<file path="src/verilog/io_pred_pkg.sv">
// I/O predication shared types

package io_pred_pkg;

    // ------------------------------------------------------------------------
    // Widths
    // ------------------------------------------------------------------------

    // Every read and write address of both data memories
    localparam int addr_width = 10;

    // Data word carried by the I/O ports
    localparam int word_width = 16;

    // Low address bits that pick one of the I/O ports of a memory
    localparam int port_index_width = 2;

    // ------------------------------------------------------------------------
    // Address views
    // ------------------------------------------------------------------------

    // Port view of an address where the high bits select the I/O window
    // and the low bits pick the port inside it
    typedef struct packed {
        logic [addr_width-port_index_width-1:0] port_select;
        logic [port_index_width-1:0]            port_index;
    } port_addr_t;

    // The same address word seen either as a flat memory offset or as a port
    // select with a port index
    typedef union packed {
        logic [addr_width-1:0] offset;
        port_addr_t            port;
    } mem_addr_u;

    // ------------------------------------------------------------------------
    // Request and status
    // ------------------------------------------------------------------------

    // One instruction's operand addresses, held for a single strobe cycle
    typedef struct packed {
        logic                  valid;
        mem_addr_u             read_addr_a;
        mem_addr_u             read_addr_b;
        mem_addr_u             write_addr_a;
        mem_addr_u             write_addr_b;
        logic [word_width-1:0] write_data_a;
        logic [word_width-1:0] write_data_b;
    } io_request_t;

    // Predication result, one cycle after the request
    typedef struct packed {
        logic read_is_io_a;
        logic read_is_io_b;
        logic write_is_io_a;
        logic write_is_io_b;
        logic io_ready;
    } io_status_t;

endpackage
</file>
<file path="src/verilog/io_predication_top.sv">
// I/O predication stage with port banks

`timescale 1ns/1ps

module io_predication_top
    import io_pred_pkg::*;
#(
    parameter logic [addr_width-port_index_width-1:0] port_base_addr = '1,
    parameter int unsigned                             port_count     = 4,
    parameter logic [addr_width-1:0] mem_read_base_a   = 10'h300,
    parameter logic [addr_width-1:0] mem_read_bound_a  = 10'h3ff,
    parameter logic [addr_width-1:0] mem_write_base_a  = 10'h300,
    parameter logic [addr_width-1:0] mem_write_bound_a = 10'h3ff,
    parameter logic [addr_width-1:0] mem_read_base_b   = 10'h200,
    parameter logic [addr_width-1:0] mem_read_bound_b  = 10'h3ff,
    parameter logic [addr_width-1:0] mem_write_base_b  = 10'h200,
    parameter logic [addr_width-1:0] mem_write_bound_b = 10'h3ff
)
(
    input  logic                        clock,
    input  logic                        rst,
    input  logic                        cancel,
    input  io_request_t                 request,
    output io_status_t                  status,
    output logic [word_width-1:0]       read_data_a,
    output logic [word_width-1:0]       read_data_b,

    input  logic                        fill_valid_a,
    input  logic [port_index_width-1:0] fill_port_a,
    input  logic [word_width-1:0]       fill_data_a,
    input  logic                        drain_valid_a,
    input  logic [port_index_width-1:0] drain_port_a,
    output logic [word_width-1:0]       drain_data_a,

    input  logic                        fill_valid_b,
    input  logic [port_index_width-1:0] fill_port_b,
    input  logic [word_width-1:0]       fill_data_b,
    input  logic                        drain_valid_b,
    input  logic [port_index_width-1:0] drain_port_b,
    output logic [word_width-1:0]       drain_data_b
);

    logic [port_count-1:0] read_ready_a, read_ready_b;
    logic [port_count-1:0] write_ready_a, write_ready_b;
    logic [port_count-1:0] io_rden_a, io_rden_b;
    logic [port_count-1:0] io_wren_a, io_wren_b;
    logic [word_width-1:0] write_data_a, write_data_b;

    datapath_io_predication #(
        .port_base_addr (port_base_addr), .port_count (port_count),
        .mem_read_base_a (mem_read_base_a), .mem_read_bound_a (mem_read_bound_a),
        .mem_write_base_a (mem_write_base_a), .mem_write_bound_a (mem_write_bound_a),
        .mem_read_base_b (mem_read_base_b), .mem_read_bound_b (mem_read_bound_b),
        .mem_write_base_b (mem_write_base_b), .mem_write_bound_b (mem_write_bound_b)
    ) predication (
        .clock (clock), .rst (rst), .cancel (cancel), .request (request),
        .read_ready_a (read_ready_a), .read_ready_b (read_ready_b),
        .write_ready_a (write_ready_a), .write_ready_b (write_ready_b),
        .status (status),
        .io_rden_a (io_rden_a), .io_rden_b (io_rden_b),
        .io_wren_a (io_wren_a), .io_wren_b (io_wren_b),
        .write_data_a (write_data_a), .write_data_b (write_data_b)
    );

    io_port_bank #(.port_count (port_count)) bank_a (
        .clock (clock), .rst (rst), .rden (io_rden_a), .wren (io_wren_a),
        .write_data (write_data_a), .fill_valid (fill_valid_a),
        .drain_valid (drain_valid_a), .fill_port (fill_port_a),
        .drain_port (drain_port_a), .fill_data (fill_data_a),
        .read_ready (read_ready_a), .write_ready (write_ready_a),
        .read_data (read_data_a), .drain_data (drain_data_a)
    );

    io_port_bank #(.port_count (port_count)) bank_b (
        .clock (clock), .rst (rst), .rden (io_rden_b), .wren (io_wren_b),
        .write_data (write_data_b), .fill_valid (fill_valid_b),
        .drain_valid (drain_valid_b), .fill_port (fill_port_b),
        .drain_port (drain_port_b), .fill_data (fill_data_b),
        .read_ready (read_ready_b), .write_ready (write_ready_b),
        .read_data (read_data_b), .drain_data (drain_data_b)
    );

endmodule

</file>
<file path="src/verilog/io_port_bank.sv">
// I/O port bank of one memory

`timescale 1ns/1ps

module io_port_bank
    import io_pred_pkg::*;
#(
    parameter int unsigned port_count = 4
)
(
    input  logic                        clock,
    input  logic                        rst,

    input  logic [port_count-1:0]       rden,
    input  logic [port_count-1:0]       wren,
    input  logic [word_width-1:0]       write_data,

    input  logic                        fill_valid,
    input  logic                        drain_valid,
    input  logic [port_index_width-1:0] fill_port,
    input  logic [port_index_width-1:0] drain_port,
    input  logic [word_width-1:0]       fill_data,

    output logic [port_count-1:0]       read_ready,
    output logic [port_count-1:0]       write_ready,
    output logic [word_width-1:0]       read_data,
    output logic [word_width-1:0]       drain_data
);

    logic [port_count-1:0] read_full;
    logic [port_count-1:0] write_full;
    logic [word_width-1:0] read_word  [port_count];
    logic [word_width-1:0] write_word [port_count];

    // ------------------------------------------------------------------------
    // Full flags
    // ------------------------------------------------------------------------

    // A read consumes the port; a fill to a full port is dropped, and a read
    // in the same cycle already finds the port full, so the read wins
    always_ff @(posedge clock) begin
        if (rst) begin
            read_full  <= '0;
            write_full <= '0;
        end else begin
            for (int i = 0; i < port_count; i++) begin
                if (rden[i]) begin
                    read_full[i] <= 1'b0;
                end else if (fill_valid && fill_port == i && !read_full[i]) begin
                    read_full[i] <= 1'b1;
                end

                if (wren[i]) begin
                    write_full[i] <= 1'b1;
                end else if (drain_valid && drain_port == i) begin
                    write_full[i] <= 1'b0;
                end
            end
        end
    end

    // ------------------------------------------------------------------------
    // Port words
    // ------------------------------------------------------------------------

    always_ff @(posedge clock) begin
        for (int i = 0; i < port_count; i++) begin
            if (fill_valid && fill_port == i && !read_full[i] && !rden[i]) begin
                read_word[i] <= fill_data;
            end
            if (wren[i]) begin
                write_word[i] <= write_data;
            end
        end
    end

    assign read_ready  = read_full;
    assign write_ready = ~write_full;

    // Enables are one-hot, so OR-ing the selected words picks the read port
    always_comb begin
        read_data = '0;
        for (int i = 0; i < port_count; i++) begin
            if (rden[i]) begin
                read_data = read_data | read_word[i];
            end
        end
    end

    assign drain_data = write_word[drain_port];

endmodule

</file>
<file path="src/verilog/datapath_io_predication.sv">
// Datapath I/O predication for memories A and B

`timescale 1ns/1ps

module datapath_io_predication
    import io_pred_pkg::*;
#(
    parameter logic [addr_width-port_index_width-1:0] port_base_addr = '1,
    parameter int unsigned                             port_count     = 4,
    parameter logic [addr_width-1:0] mem_read_base_a   = '0,
    parameter logic [addr_width-1:0] mem_read_bound_a  = '1,
    parameter logic [addr_width-1:0] mem_write_base_a  = '0,
    parameter logic [addr_width-1:0] mem_write_bound_a = '1,
    parameter logic [addr_width-1:0] mem_read_base_b   = '0,
    parameter logic [addr_width-1:0] mem_read_bound_b  = '1,
    parameter logic [addr_width-1:0] mem_write_base_b  = '0,
    parameter logic [addr_width-1:0] mem_write_bound_b = '1
)
(
    input  logic                  clock,
    input  logic                  rst,
    input  logic                  cancel,
    input  io_request_t           request,

    input  logic [port_count-1:0] read_ready_a,
    input  logic [port_count-1:0] read_ready_b,
    input  logic [port_count-1:0] write_ready_a,
    input  logic [port_count-1:0] write_ready_b,

    output io_status_t            status,
    output logic [port_count-1:0] io_rden_a,
    output logic [port_count-1:0] io_rden_b,
    output logic [port_count-1:0] io_wren_a,
    output logic [port_count-1:0] io_wren_b,
    output logic [word_width-1:0] write_data_a,
    output logic [word_width-1:0] write_data_b
);

    logic                  read_is_io_a, write_is_io_a;
    logic                  read_is_io_b, write_is_io_b;
    logic                  read_masked_a, write_masked_a;
    logic                  read_masked_b, write_masked_b;
    logic [port_count-1:0] raw_rden_a, raw_wren_a;
    logic [port_count-1:0] raw_rden_b, raw_wren_b;
    logic                  all_ready;
    logic                  io_ready;
    logic                  stop;

    memory_io_predication #(
        .port_base_addr  (port_base_addr),
        .port_count      (port_count),
        .mem_read_base   (mem_read_base_a),
        .mem_read_bound  (mem_read_bound_a),
        .mem_write_base  (mem_write_base_a),
        .mem_write_bound (mem_write_bound_a)
    ) miop_a (
        .clock (clock), .rst (rst), .valid (request.valid),
        .read_addr (request.read_addr_a), .write_addr (request.write_addr_a),
        .read_ready (read_ready_a), .write_ready (write_ready_a),
        .read_is_io (read_is_io_a), .write_is_io (write_is_io_a),
        .read_ready_masked (read_masked_a), .write_ready_masked (write_masked_a),
        .raw_rden (raw_rden_a), .raw_wren (raw_wren_a)
    );

    memory_io_predication #(
        .port_base_addr  (port_base_addr),
        .port_count      (port_count),
        .mem_read_base   (mem_read_base_b),
        .mem_read_bound  (mem_read_bound_b),
        .mem_write_base  (mem_write_base_b),
        .mem_write_bound (mem_write_bound_b)
    ) miop_b (
        .clock (clock), .rst (rst), .valid (request.valid),
        .read_addr (request.read_addr_b), .write_addr (request.write_addr_b),
        .read_ready (read_ready_b), .write_ready (write_ready_b),
        .read_is_io (read_is_io_b), .write_is_io (write_is_io_b),
        .read_ready_masked (read_masked_b), .write_ready_masked (write_masked_b),
        .raw_rden (raw_rden_b), .raw_wren (raw_wren_b)
    );

    // ------------------------------------------------------------------------
    // All-ready and enable gating
    // ------------------------------------------------------------------------

    // Any addressed port that is not ready holds back the whole instruction
    assign all_ready = request.valid && read_masked_a && write_masked_a &&
                       read_masked_b && write_masked_b;

    always_ff @(posedge clock) begin
        if (rst) begin
            io_ready <= 1'b0;
        end else begin
            io_ready <= all_ready;
        end
    end

    // Write data lines up with the registered enables
    always_ff @(posedge clock) begin
        if (request.valid) begin
            write_data_a <= request.write_data_a;
            write_data_b <= request.write_data_b;
        end
    end

    // An unready or cancelled instruction must leave every port untouched
    always_comb begin
        stop      = !io_ready || cancel;
        io_rden_a = stop ? '0 : raw_rden_a;
        io_rden_b = stop ? '0 : raw_rden_b;
        io_wren_a = stop ? '0 : raw_wren_a;
        io_wren_b = stop ? '0 : raw_wren_b;
    end

    always_comb begin
        status.read_is_io_a  = read_is_io_a;
        status.read_is_io_b  = read_is_io_b;
        status.write_is_io_a = write_is_io_a;
        status.write_is_io_b = write_is_io_b;
        status.io_ready      = io_ready;
    end

endmodule

</file>
<file path="src/verilog/memory_io_predication.sv">
// Per-memory I/O predication

`timescale 1ns/1ps

module memory_io_predication
    import io_pred_pkg::*;
#(
    parameter logic [addr_width-port_index_width-1:0] port_base_addr = '1,
    parameter int unsigned                             port_count     = 4,
    parameter logic [addr_width-1:0]                   mem_read_base   = '0,
    parameter logic [addr_width-1:0]                   mem_read_bound  = '1,
    parameter logic [addr_width-1:0]                   mem_write_base  = '0,
    parameter logic [addr_width-1:0]                   mem_write_bound = '1
)
(
    input  logic                  clock,
    input  logic                  rst,
    input  logic                  valid,

    input  mem_addr_u             read_addr,
    input  mem_addr_u             write_addr,

    input  logic [port_count-1:0] read_ready,
    input  logic [port_count-1:0] write_ready,

    output logic                  read_is_io,
    output logic                  write_is_io,
    output logic                  read_ready_masked,
    output logic                  write_ready_masked,
    output logic [port_count-1:0] raw_rden,
    output logic [port_count-1:0] raw_wren
);

    // ------------------------------------------------------------------------
    // Window decode
    // ------------------------------------------------------------------------

    logic read_in_range;
    logic write_in_range;
    logic read_hit;
    logic write_hit;

    // An address is I/O only if it lies in this memory's range and its high
    // bits land on the port window
    always_comb begin
        read_in_range  = (read_addr.offset >= mem_read_base) &&
                         (read_addr.offset <= mem_read_bound);
        write_in_range = (write_addr.offset >= mem_write_base) &&
                         (write_addr.offset <= mem_write_bound);
        read_hit       = valid && read_in_range &&
                         (read_addr.port.port_select == port_base_addr);
        write_hit      = valid && write_in_range &&
                         (write_addr.port.port_select == port_base_addr);
    end

    // ------------------------------------------------------------------------
    // Port select and ready masking
    // ------------------------------------------------------------------------

    logic [port_count-1:0] read_select;
    logic [port_count-1:0] write_select;

    always_comb begin
        read_select  = port_count'(1) << read_addr.port.port_index;
        write_select = port_count'(1) << write_addr.port.port_index;
    end

    // Only the addressed port's flag matters; a memory access never stalls
    always_comb begin
        read_ready_masked  = !read_hit  || |(read_ready  & read_select);
        write_ready_masked = !write_hit || |(write_ready & write_select);
    end

    // ------------------------------------------------------------------------
    // Output stage
    // ------------------------------------------------------------------------

    // Raw enables still need io_ready and cancel, which only exist next cycle
    always_ff @(posedge clock) begin
        if (rst) begin
            read_is_io  <= 1'b0;
            write_is_io <= 1'b0;
            raw_rden    <= '0;
            raw_wren    <= '0;
        end else begin
            read_is_io  <= read_hit;
            write_is_io <= write_hit;
            raw_rden    <= read_hit  ? read_select  : '0;
            raw_wren    <= write_hit ? write_select : '0;
        end
    end

endmodule

</file>
<file path="config.mk">
export PLATFORM = sky130hd
export DESIGN_NAME = io_predication_top
export DESIGN_NICKNAME = d
export VERILOG_FILES = /design/src/verilog/io_pred_pkg.sv /design/src/verilog/io_predication_top.sv /design/src/verilog/io_port_bank.sv /design/src/verilog/datapath_io_predication.sv /design/src/verilog/memory_io_predication.sv
export SDC_FILE = /design/constraint.sdc
export NUM_CORES = 1
export LEC_CHECK = 0
export BUFFER_PORTS_ARGS = -buffer_cell sky130_fd_sc_hd__clkbuf_2
export CAP_MARGIN = 0
export CORE_MARGIN = 8
export CORE_UTILIZATION = 45
export DETAILED_ROUTE_END_ITERATION = 10
export GPL_ROUTABILITY_DRIVEN = 0
export PLACE_DENSITY = 0.68
export SLEW_MARGIN = 5
export SYNTH_ARGS = -nofsm -noshare
export SYNTH_HDL_FRONTEND = slang
export SYNTH_HIERARCHICAL = 1
export SYNTH_SLANG_ARGS = --single-unit
</file>
<file path="constraint.sdc">
create_clock -name clock -period 2.9 [get_ports clock]
set_clock_uncertainty 0.05 [all_clocks]
set_input_delay 0.435 -clock clock [delete_from_list [all_inputs] [get_ports clock]]
set_output_delay 0.435 -clock clock [all_outputs]
set_load 0.01 [all_outputs]
</file>
==> results.sh, run 1 <==
export IMPL_p_sw_mw=1.95
export IMPL_p_int_mw=8.11
export IMPL_synth_most_common_cell="edfxtp_1"
export IMPL_grt_use_total_pct=15.7
export IMPL_cp_arrival_ns=2.10
export IMPL_worstPathCellList="nor2b_4 -> and2_2 -> a22oi_1 -> nand2_1 -> clkbuf_2"
export IMPL_antenna_found_initial=0
export IMPL_path_class="flip-flop to output pin"
export IMPL_wl_um=25100
export IMPL_period_minus_slack_ns=2.59
export IMPL_synth_seq_cells=325
export IMPL_synth_flop_cell="edfxtp_1"
export IMPL_first_pass_iters=4
export IMPL_netlist_top_cells_area="edfxtp_1, mux4_2, dfxtp_1"
export IMPL_synthXorXnorAreaFrac_pct=0
export IMPL_dieHeight_um=178
export IMPL_syn_to_final_growth_pct=21.0
export IMPL_drive_gt1_share_pct=36.7
export IMPL_drv_cap=0
export IMPL_grt_first_pass_wirelength_um=38100
export IMPL_irDropWorstVdd_mv=0.490
export IMPL_synth_largest_area_cell="edfxtp_1"
export IMPL_boundaryPins=189
export IMPL_syn_instance_count=624
export IMPL_worst_path_stages=5
export IMPL_ys_seq_area_share_pct=79.2
export IMPL_p_comb_share_pct=3.3
export IMPL_critPathMaxFanout=18
export IMPL_grt_remaining_overflow=0
export IMPL_synthSimpleGateAreaFrac_pct=7.05
export IMPL_holdWs_ns=0.0587
export IMPL_via_count=6323
export IMPL_clock_path_buffers=3
export IMPL_layout_cell_area_non_filler_mm2=0.0143
export IMPL_avgSynthCellArea_um2=19.0
export IMPL_clockRootBuffer="clkbuf_16"
export IMPL_status="finished clean"
export IMPL_die_x_um=178
export IMPL_maxSlewViolCount=0
export IMPL_cts_made_buffers=35
export IMPL_hp_class="input pin to flip-flop"
export IMPL_p_sw_share_pct=19.4
export IMPL_worstPathRequired_ns=2.41
export IMPL_critPathBufInv=1
export IMPL_synth_adder_area_share_pct=0
export IMPL_synthMuxAreaShare_pct=6.84
export IMPL_cpMaxStageDelayCell="and2_2"
export IMPL_htreeDepth=2
export IMPL_synth_nets=744
export IMPL_p_seq_share_pct=52.4
export IMPL_pwr_density_cell_mw_per_mm2=701
export IMPL_finalHoldViolCount=0
export IMPL_hpwl_um=16000
export IMPL_clock_power_share_pct=44.3
export IMPL_cpPeakStageDelay_ns=0.48
export IMPL_synth_edff_count=288
export IMPL_dp_slack_ns=0.596
export IMPL_num_nets_final=953
export IMPL_num_rows=59
export IMPL_holdPathStages=1
export IMPL_post_dp_cell_area_mm2=0.0132
export IMPL_synth_top_area_share_pct=72.9
export IMPL_cts_hold_fix_buffers=0
export IMPL_rsz0062_at_grt="no"
export IMPL_postRouteAntennaNets=0
export IMPL_synth_compound_area_share_pct=4.77
export IMPL_final_core_util_pct=55.2
export IMPL_worstSetupStartpointType="flip-flop"
export IMPL_synth_top_family_by_area="simple AND/OR/NAND/NOR gates"
export IMPL_setup_viol=0
export IMPL_grt_pass1_vias=6736
export IMPL_clk_insertion_delay_late_ns=0.50
export IMPL_clock_sinks=325
export IMPL_endpoint_kind="output pin"
export IMPL_post_cts_buffers=0
export IMPL_timing_final_ws_setup_ns=0.312
export IMPL_drt_initial_drc_count=337
export IMPL_fmax_ghz=0.386
export IMPL_core_area_mm2=0.0260
export IMPL_portBuffers=188
export IMPL_dieArea_mm2=0.0318
export IMPL_async_flop_share_pct=0
export IMPL_clkTransAtPathRegs_ns=0.06
export IMPL_cts_tree="done"
export IMPL_tightest_slew_ns=0.732
export IMPL_setup_tns_ns=0
export IMPL_num_antenna_cells=0
export IMPL_leakagePower_nw=5.13
export IMPL_ys_types=30
export IMPL_reg2regPathDepth=5
export IMPL_slew_headroom_pct=51.2
export IMPL_fin_crit_sh_pct=89.2
export IMPL_avgViaCountPerCell=5.30
export IMPL_netlist_area_mm2=0.0119
export IMPL_grt_max_degree=35
export IMPL_cts_repair_resized=0
export IMPL_yosys_warnings=6
export IMPL_critPathTopFamily="simple AND/OR/NAND/NOR gates"
export IMPL_routedWlPerCell_um=21.0
export IMPL_drc=0
export IMPL_ys_top_cells_by_count="edfxtp_1, a22oi_1, dfxtp_1"
export IMPL_start_util_pct=45.6
worst register-to-register path: stages, from the launching register on:
cell	delay [ns]
dfxtp_1	0.37
nor2b_4	0.28
buf_4	0.19
and2_2	0.51
and4b_1	0.26
nor3_1	0.15
sequential cells by signal, indices dropped and copies added (netlist names), 16 cells and up:
name,flops
bank_a/read_word,64
bank_a/write_word,64
predication/write_data_a,16
bank_b/write_word,64
bank_b/read_word,64
predication/write_data_b,16
power by group through the flow:
stage	sequential (mW)	clock [mW]	combinational [mW]
2_1_floorplan	5.35	0	0.147
5_1_grt	5.28	4.73	0.366
4_1_cts	5.27	4.55	0.344
6_report	5.27	4.45	0.334
3_3_place_gp	5.36	0	0.336
3_5_place_dp	5.37	0	0.343
worst paths after layout:
path | slack, ns | from | endpoint
setup reg to reg | 1.01 | predication/io_ready | bank_b/write_full[3]
hold reg to reg | 0.44 | bank_a/read_ready[2] | bank_a/read_ready[2]
hold / removal | 0.06 | request[30] | predication/write_data_a[14]
setup / recovery | 0.31 | predication/io_ready | read_data_a[0]
final cells by class:
cell class / count / area [um^2]
repair buffers: 204 / 1060
well taps: 335 / 419
clock inverters: 16 / 190
inverters: 14 / 52.6
multi-input cells: 253 / 2250
flip-flops and latches: 325 / 9390
clock buffers: 46 / 980
fillers: 2050 / 11600
kinds of logic after synthesis:
family,count (synthesis)
simple gates,143
flops,325
compound gates,74
buf+inv,46
mux,36
layer usage:
layer / up-vias / GRT usage (%) / share of wire (%)
met5: - / 0 / 0
met4: 0 / 4.41 / 1.7
met3: 32 / 3.03 / 5.4
met2: 166 / 27.3 / 51
met1: 3172 / 19.9 / 42
li1: 2953 / - / -
per-stage QoR:
step,std cells,total power [mW]
5_1_grt,1193,10.4
6_report,1193,10.1
2_1_floorplan,624,5.50
4_1_cts,1193,10.2
3_3_place_gp,1131,5.70
3_5_place_dp,1131,5.71
cell usage in the layout, fill, tap and decap left out, types with 3 or more instances in the layout:
cell type,instances
a211oi_1,4
a22oi_1,64
and2_1,4
and2_2,12
buf_4,16
bufinv_16,4
clkbuf_1,7
clkbuf_16,37
clkbuf_2,188
clkinv_1,3
clkinv_2,5
dfxtp_1,37
edfxtp_1,288
inv_1,14
mux4_2,36
nand2_1,36
nand3_1,6
nand3b_1,8
nand4_1,5
nor2_1,10
nor3_1,8
nor3_2,8
nor4_1,20
or3_1,4
or3b_1,10
or4_1,4
Note: power is estimated with default switching activity, not from simulation.
==> run 2, diff against run 1 <==
--- a/config.mk
+++ b/config.mk
@@ -7,11 +7,13 @@
 export LEC_CHECK = 0
 export BUFFER_PORTS_ARGS = -buffer_cell sky130_fd_sc_hd__clkbuf_2
 export CAP_MARGIN = 0
+export CELL_PAD_IN_SITES_DETAIL_PLACEMENT = 1
+export CELL_PAD_IN_SITES_GLOBAL_PLACEMENT = 2
 export CORE_MARGIN = 8
-export CORE_UTILIZATION = 45
+export CORE_UTILIZATION = 38
 export DETAILED_ROUTE_END_ITERATION = 10
 export GPL_ROUTABILITY_DRIVEN = 0
-export PLACE_DENSITY = 0.68
+export PLACE_DENSITY_LB_ADDON = 0.1
 export SLEW_MARGIN = 5
 export SYNTH_ARGS = -nofsm -noshare
 export SYNTH_HDL_FRONTEND = slang
==> constraint.sdc (replaced) <==
create_clock -name clock -period 2.9 [get_ports clock]
set_clock_uncertainty 0.05 [all_clocks]
set_input_delay 0.435 -clock clock [delete_from_list [all_inputs] [get_ports clock]]
set_output_delay 0.435 -clock clock [all_outputs]
set_load 0.1 [all_outputs]
==> run 2 against run 1 <==
Compared with the run above: flip-flop and latch count stayed put; critical path depth stayed put; global-route usage is 0.56 points lower; utilization is 6.6 points lower; clock power is 4% higher; highest routed layer is now met5.
==> results.sh, run 2 (same netlist as run 1, synthesis figures left out) <==
export IMPL_grt_use_total_pct=15.2
export IMPL_cpMaxStageDelayCell="dfxtp_1"
export IMPL_clock_sinks=325
export IMPL_layout_cell_area_non_filler_mm2=0.0149
export IMPL_portBuffers=188
export IMPL_num_antenna_cells=0
export IMPL_dp_cells=1194
export IMPL_fmax_ghz=0.367
export IMPL_hpwl_um=18300
export IMPL_antenna_found_initial=3
export IMPL_via_count=6444
export IMPL_grt_pass1_vias=7290
export IMPL_period_minus_slack_ns=2.72
export IMPL_irDropWorstVdd_mv=0.481
export IMPL_dieArea_mm2=0.0371
export IMPL_clock_path_buffers=3
export IMPL_post_cts_buffers=0
export IMPL_cts_repair_resized=2
export IMPL_critPathMaxFanout=18
export IMPL_p_sw_share_pct=21.1
export IMPL_post_dp_cell_area_mm2=0.0137
export IMPL_worstPathCellList="nor2b_4 -> and2_4 -> a22oi_1 -> nand2_1 -> buf_4"
export IMPL_syn_to_final_growth_pct=25.9
export IMPL_clkTransAtPathRegs_ns=0.06
export IMPL_avgViaCountPerCell=5.10
export IMPL_drive_gt1_share_pct=36.8
export IMPL_clock_power_share_pct=44.5
export IMPL_cpPeakStageDelay_ns=0.41
export IMPL_clockRootBuffer="clkbuf_16"
export IMPL_status="finished clean"
export IMPL_maxSlewViolCount=0
export IMPL_die_x_um=193
export IMPL_first_pass_iters=4
export IMPL_leakagePower_nw=5.27
export IMPL_p_seq_share_pct=50.6
export IMPL_dp_slack_ns=0.387
export IMPL_worstPathRequired_ns=2.41
export IMPL_endpoint_kind="output pin"
export IMPL_setup_viol=0
export IMPL_num_rows=64
export IMPL_core_area_mm2=0.0307
export IMPL_p_int_mw=8.22
export IMPL_cts_hold_fix_buffers=0
export IMPL_clk_insertion_delay_late_ns=0.50
export IMPL_drv_cap=0
export IMPL_cts_made_buffers=38
export IMPL_routedWlPerCell_um=22.2
export IMPL_grt_remaining_overflow=0
export IMPL_drt_initial_drc_count=165
export IMPL_dieHeight_um=193
export IMPL_timing_final_ws_setup_ns=0.177
export IMPL_grt_max_degree=38
export IMPL_finalHoldViolCount=0
export IMPL_stdcell_count=1263
export IMPL_hp_class="input pin to flip-flop"
export IMPL_mostFrequentLayoutCell="edfxtp_1"
export IMPL_tightest_slew_ns=0.830
export IMPL_drc=0
export IMPL_num_nets_final=958
export IMPL_worstSetupStartpointType="flip-flop"
export IMPL_cts_tree="done"
export IMPL_slew_headroom_pct=44.7
export IMPL_setup_tns_ns=0
export IMPL_p_sw_mw=2.20
export IMPL_fill_cells=2907
export IMPL_pwr_density_cell_mw_per_mm2=698
export IMPL_cp_arrival_ns=2.24
export IMPL_final_cell_mix="edfxtp_1, clkbuf_2, a22oi_1"
export IMPL_fin_crit_sh_pct=93.9
export IMPL_grt_first_pass_wirelength_um=42800
export IMPL_path_class="flip-flop to output pin"
export IMPL_p_comb_share_pct=4.9
export IMPL_boundaryPins=189
export IMPL_final_core_util_pct=48.6
export IMPL_rsz0062_at_grt="no"
export IMPL_htreeDepth=2
export IMPL_postRouteAntennaNets=0
export IMPL_start_util_pct=38.7
export IMPL_wl_um=28100
[run 2: per-layer routing]
layer / wire [um] / track usage (%)
met2: 14200 / 26.5
met5: 41 / 0
met4: 491 / 3.82
met3: 1800 / 4.17
met1: 11600 / 18.3
[run 2: critical path: cells and delay by family (launching register included)]
family	cells	cell delay (ns)
DFF	1	0.41
buffers and inverters	1	0.30
and+or+nand+nor	3	0.88
AOI/OAI and AO/OA	1	0.14
[run 2: cell type report]
cell class	count	area, um^2	area share (%)
Tap cell	396	495	3.32
Timing Repair Buffer	206	1480	9.93
Multi-Input combinational cell	253	2260	15.2
Sequential cell	325	9390	62.9
Clock inverter	21	178	1.19
Inverter	14	52.6	0.352
Clock buffer	48	1060	7.12
[run 2: power by group through the flow]
stage | registers (mW) | logic [mW] | clock network [mW]
after floorplan | 5.35 | 0.316 | 0
after global placement | 5.36 | 0.506 | 0
after detailed placement | 5.37 | 0.518 | 0
after CTS | 5.27 | 0.520 | 4.77
after global routing | 5.28 | 0.542 | 4.94
final | 5.27 | 0.508 | 4.63
[run 2: per-stage QoR]
stage	power, mW	hold WS (ns)
after floorplan	5.67	0.394
after detailed placement	5.89	0.429
after global placement	5.87	0.416
final	10.4	0.0514
after CTS	10.6	0.0272
after global routing	10.8	0.0272
[run 2: worst paths after layout]
kind / startpoint / endpoint / slack [ns] / depth (start not counted)
max: predication/io_ready / read_data_a[8] / 0.18 / 5
min reg2reg: bank_b/read_ready[2] / bank_b/read_ready[2] / 0.44 / 2
max reg2reg: predication/io_ready / bank_a/write_word[2][4] / 0.89 / 3
min: request[15] / predication/write_data_b[15] / 0.05 / 1
==> run 3, diff against run 2 <==
--- a/config.mk
+++ b/config.mk
@@ -10,10 +10,10 @@
 export CELL_PAD_IN_SITES_DETAIL_PLACEMENT = 1
 export CELL_PAD_IN_SITES_GLOBAL_PLACEMENT = 2
 export CORE_MARGIN = 8
-export CORE_UTILIZATION = 38
+export CORE_UTILIZATION = 35
 export DETAILED_ROUTE_END_ITERATION = 10
 export GPL_ROUTABILITY_DRIVEN = 0
-export PLACE_DENSITY_LB_ADDON = 0.1
+export PLACE_DENSITY = 0.77
 export SLEW_MARGIN = 5
 export SYNTH_ARGS = -nofsm -noshare
 export SYNTH_HDL_FRONTEND = slang
==> run 3 against run 2 <==
Compared with the run above: wire length shrank 0.71%; count of clock-buffer cells in the layout shrank 4; fmax shrank 2.3%; flip-flop and latch count is the same; register-to-register slack gained 0.08 ns; hold slack lost 0.0039 ns; via count grew 0.23%.
==> results.sh, run 3 (same netlist as run 1, synthesis figures left out) <==
export IMPL_core_area_mm2=0.0334
export IMPL_routedWlPerCell_um=21.2
export IMPL_mostFrequentLayoutCell="edfxtp_1"
export IMPL_critPathMaxFanout=18
export IMPL_finalHoldViolCount=0
export IMPL_critPathBufInv=1
export IMPL_p_sw_mw=2.25
export IMPL_clk_insertion_delay_late_ns=0.51
export IMPL_endpoint_kind="output pin"
export IMPL_antenna_found_initial=1
export IMPL_avgViaCountPerCell=4.92
export IMPL_hpwl_um=18100
export IMPL_leakagePower_nw=5.19
export IMPL_boundaryPins=189
export IMPL_dieArea_mm2=0.0400
export IMPL_grt_max_degree=38
export IMPL_num_rows=67
export IMPL_grt_remaining_overflow=0
export IMPL_post_dp_cell_area_mm2=0.0136
export IMPL_critPathTopFamily="simple AND/OR/NAND/NOR gates"
export IMPL_slew_headroom_pct=46.2
export IMPL_cp_arrival_ns=2.30
export IMPL_num_nets_final=956
export IMPL_p_comb_share_pct=4.9
export IMPL_path_class="flip-flop to output pin"
export IMPL_hp_class="input pin to flip-flop"
export IMPL_fmax_ghz=0.359
export IMPL_power_mw=10.3
export IMPL_post_cts_buffers=0
export IMPL_syn_to_final_growth_pct=24.4
export IMPL_portBuffers=188
export IMPL_htreeDepth=2
export IMPL_clock_sinks=325
export IMPL_rsz0062_at_grt="yes"
export IMPL_grt_use_total_pct=13.9
export IMPL_worstPathCellList="nor2b_4 -> and2_2 -> a22oi_1 -> nand2_1 -> buf_4"
export IMPL_p_int_mw=8.00
export IMPL_cts_made_buffers=37
export IMPL_status="finished clean"
export IMPL_final_cell_mix="edfxtp_1, clkbuf_2, a22oi_1"
export IMPL_worstSetupStartpointType="flip-flop"
export IMPL_setup_tns_ns=0
export IMPL_dieHeight_um=200
export IMPL_drt_initial_drc_count=240
export IMPL_cpPeakStageDelay_ns=0.49
export IMPL_r2r_slack_ns=0.97
export IMPL_cpMaxStageDelayCell="and2_2"
export IMPL_clock_path_buffers=3
export IMPL_fin_crit_sh_pct=96.1
export IMPL_grt_pass1_vias=6953
export IMPL_first_pass_iters=8
export IMPL_layout_cell_area_non_filler_mm2=0.0147
export IMPL_clkTransAtPathRegs_ns=0.06
export IMPL_period_minus_slack_ns=2.79
export IMPL_irDropWorstVdd_mv=0.445
export IMPL_drv_cap=0
export IMPL_maxSlewViolCount=0
export IMPL_drc=0
export IMPL_tightest_slew_ns=0.807
export IMPL_cts_tree="done"
export IMPL_via_count=6459
export IMPL_p_sw_share_pct=22.0
export IMPL_worstPathRequired_ns=2.41
export IMPL_setup_viol=0
export IMPL_clockRootBuffer="clkbuf_16"
export IMPL_postRouteAntennaNets=0
export IMPL_die_x_um=200
export IMPL_wl_um=27900
export IMPL_start_util_pct=35.4
export IMPL_clock_power_share_pct=43.6
export IMPL_pwr_density_cell_mw_per_mm2=696
export IMPL_p_seq_share_pct=51.4
export IMPL_grt_first_pass_wirelength_um=42000
export IMPL_holdWs_ns=0.0474
export IMPL_drive_gt1_share_pct=36.8
[run 3: cell count changes in the layout (fill, tap and decap cells not counted), moves of 2 or more]
cell and delta:
clkinvlp_4 +3, clkbuf_16 -2, buf_4 +12, and2_2 +5
buf_12 -13, and2_4 -5
[run 3: power groups by stage]
| stage | Clock (mW) | Combinational [mW] | Sequential (mW) |
|---|---|---|---|
| final | 4.48 | 0.507 | 5.27 |
| after global routing | 4.77 | 0.542 | 5.28 |
| after CTS | 4.60 | 0.519 | 5.27 |
| after detailed placement | 0 | 0.518 | 5.37 |
| after global placement | 0 | 0.510 | 5.36 |
| after floorplan | 0 | 0.316 | 5.35 |
[run 3: through the flow]
stage | utilization [%] | std cells | worst slack (ns)
5_1_grt | 44.1 | 1312 | -0.0168
3_3_place_gp | 40.6 | 1245 | 0.361
6_report | 44.1 | 1313 | 0.114
3_5_place_dp | 40.6 | 1245 | 0.352
4_1_cts | 44.1 | 1312 | 0.0419
2_1_floorplan | - | 624 | 0.183
[run 3: path summary, 6_finish.rpt]
kind                              from                           to  cells past startpoint
setup / recovery  predication/io_ready              read_data_a[10]                      5
hold / removal             request[17]  predication/write_data_a[1]                      1
setup reg to reg  predication/io_ready       bank_a/read_word[3][4]                      5
hold reg to reg   bank_b/read_ready[1]         bank_b/read_ready[1]                      2
[run 3: layer usage]
layer	GRT usage [%]	vias to the layer above	part of all wire, %
li1	-	2966	-
met1	17.8	3272	43
met2	22.9	185	49
met3	4.07	34	7.1
met4	3.35	2	1.6
met5	0	-	0.036
[run 3: layout make-up]
cell class	count	area (um^2)
Fill cell	3275	18700
Timing Repair Buffer	205	1310
Multi-Input combinational cell	253	2260
Inverter	14	52.6
Clock buffer	44	995
Sequential cell	325	9390
Antenna cell	1	2.50
Clock inverter	23	179
Tap cell	448	561
[run 3: what timing repair did]
action,in CTS,in global routing
setup endpoints to repair,0,11
gates resized for setup,0,3
hold buffers,0,0
[run 3: worst register-to-register path, stage by stage, from the launching register on]
cell,delay [ns]
dfxtp_1,0.33
nor2b_4,0.35
and2_2,0.47
buf_4,0.19
nor3_2,0.04
buf_4,0.21
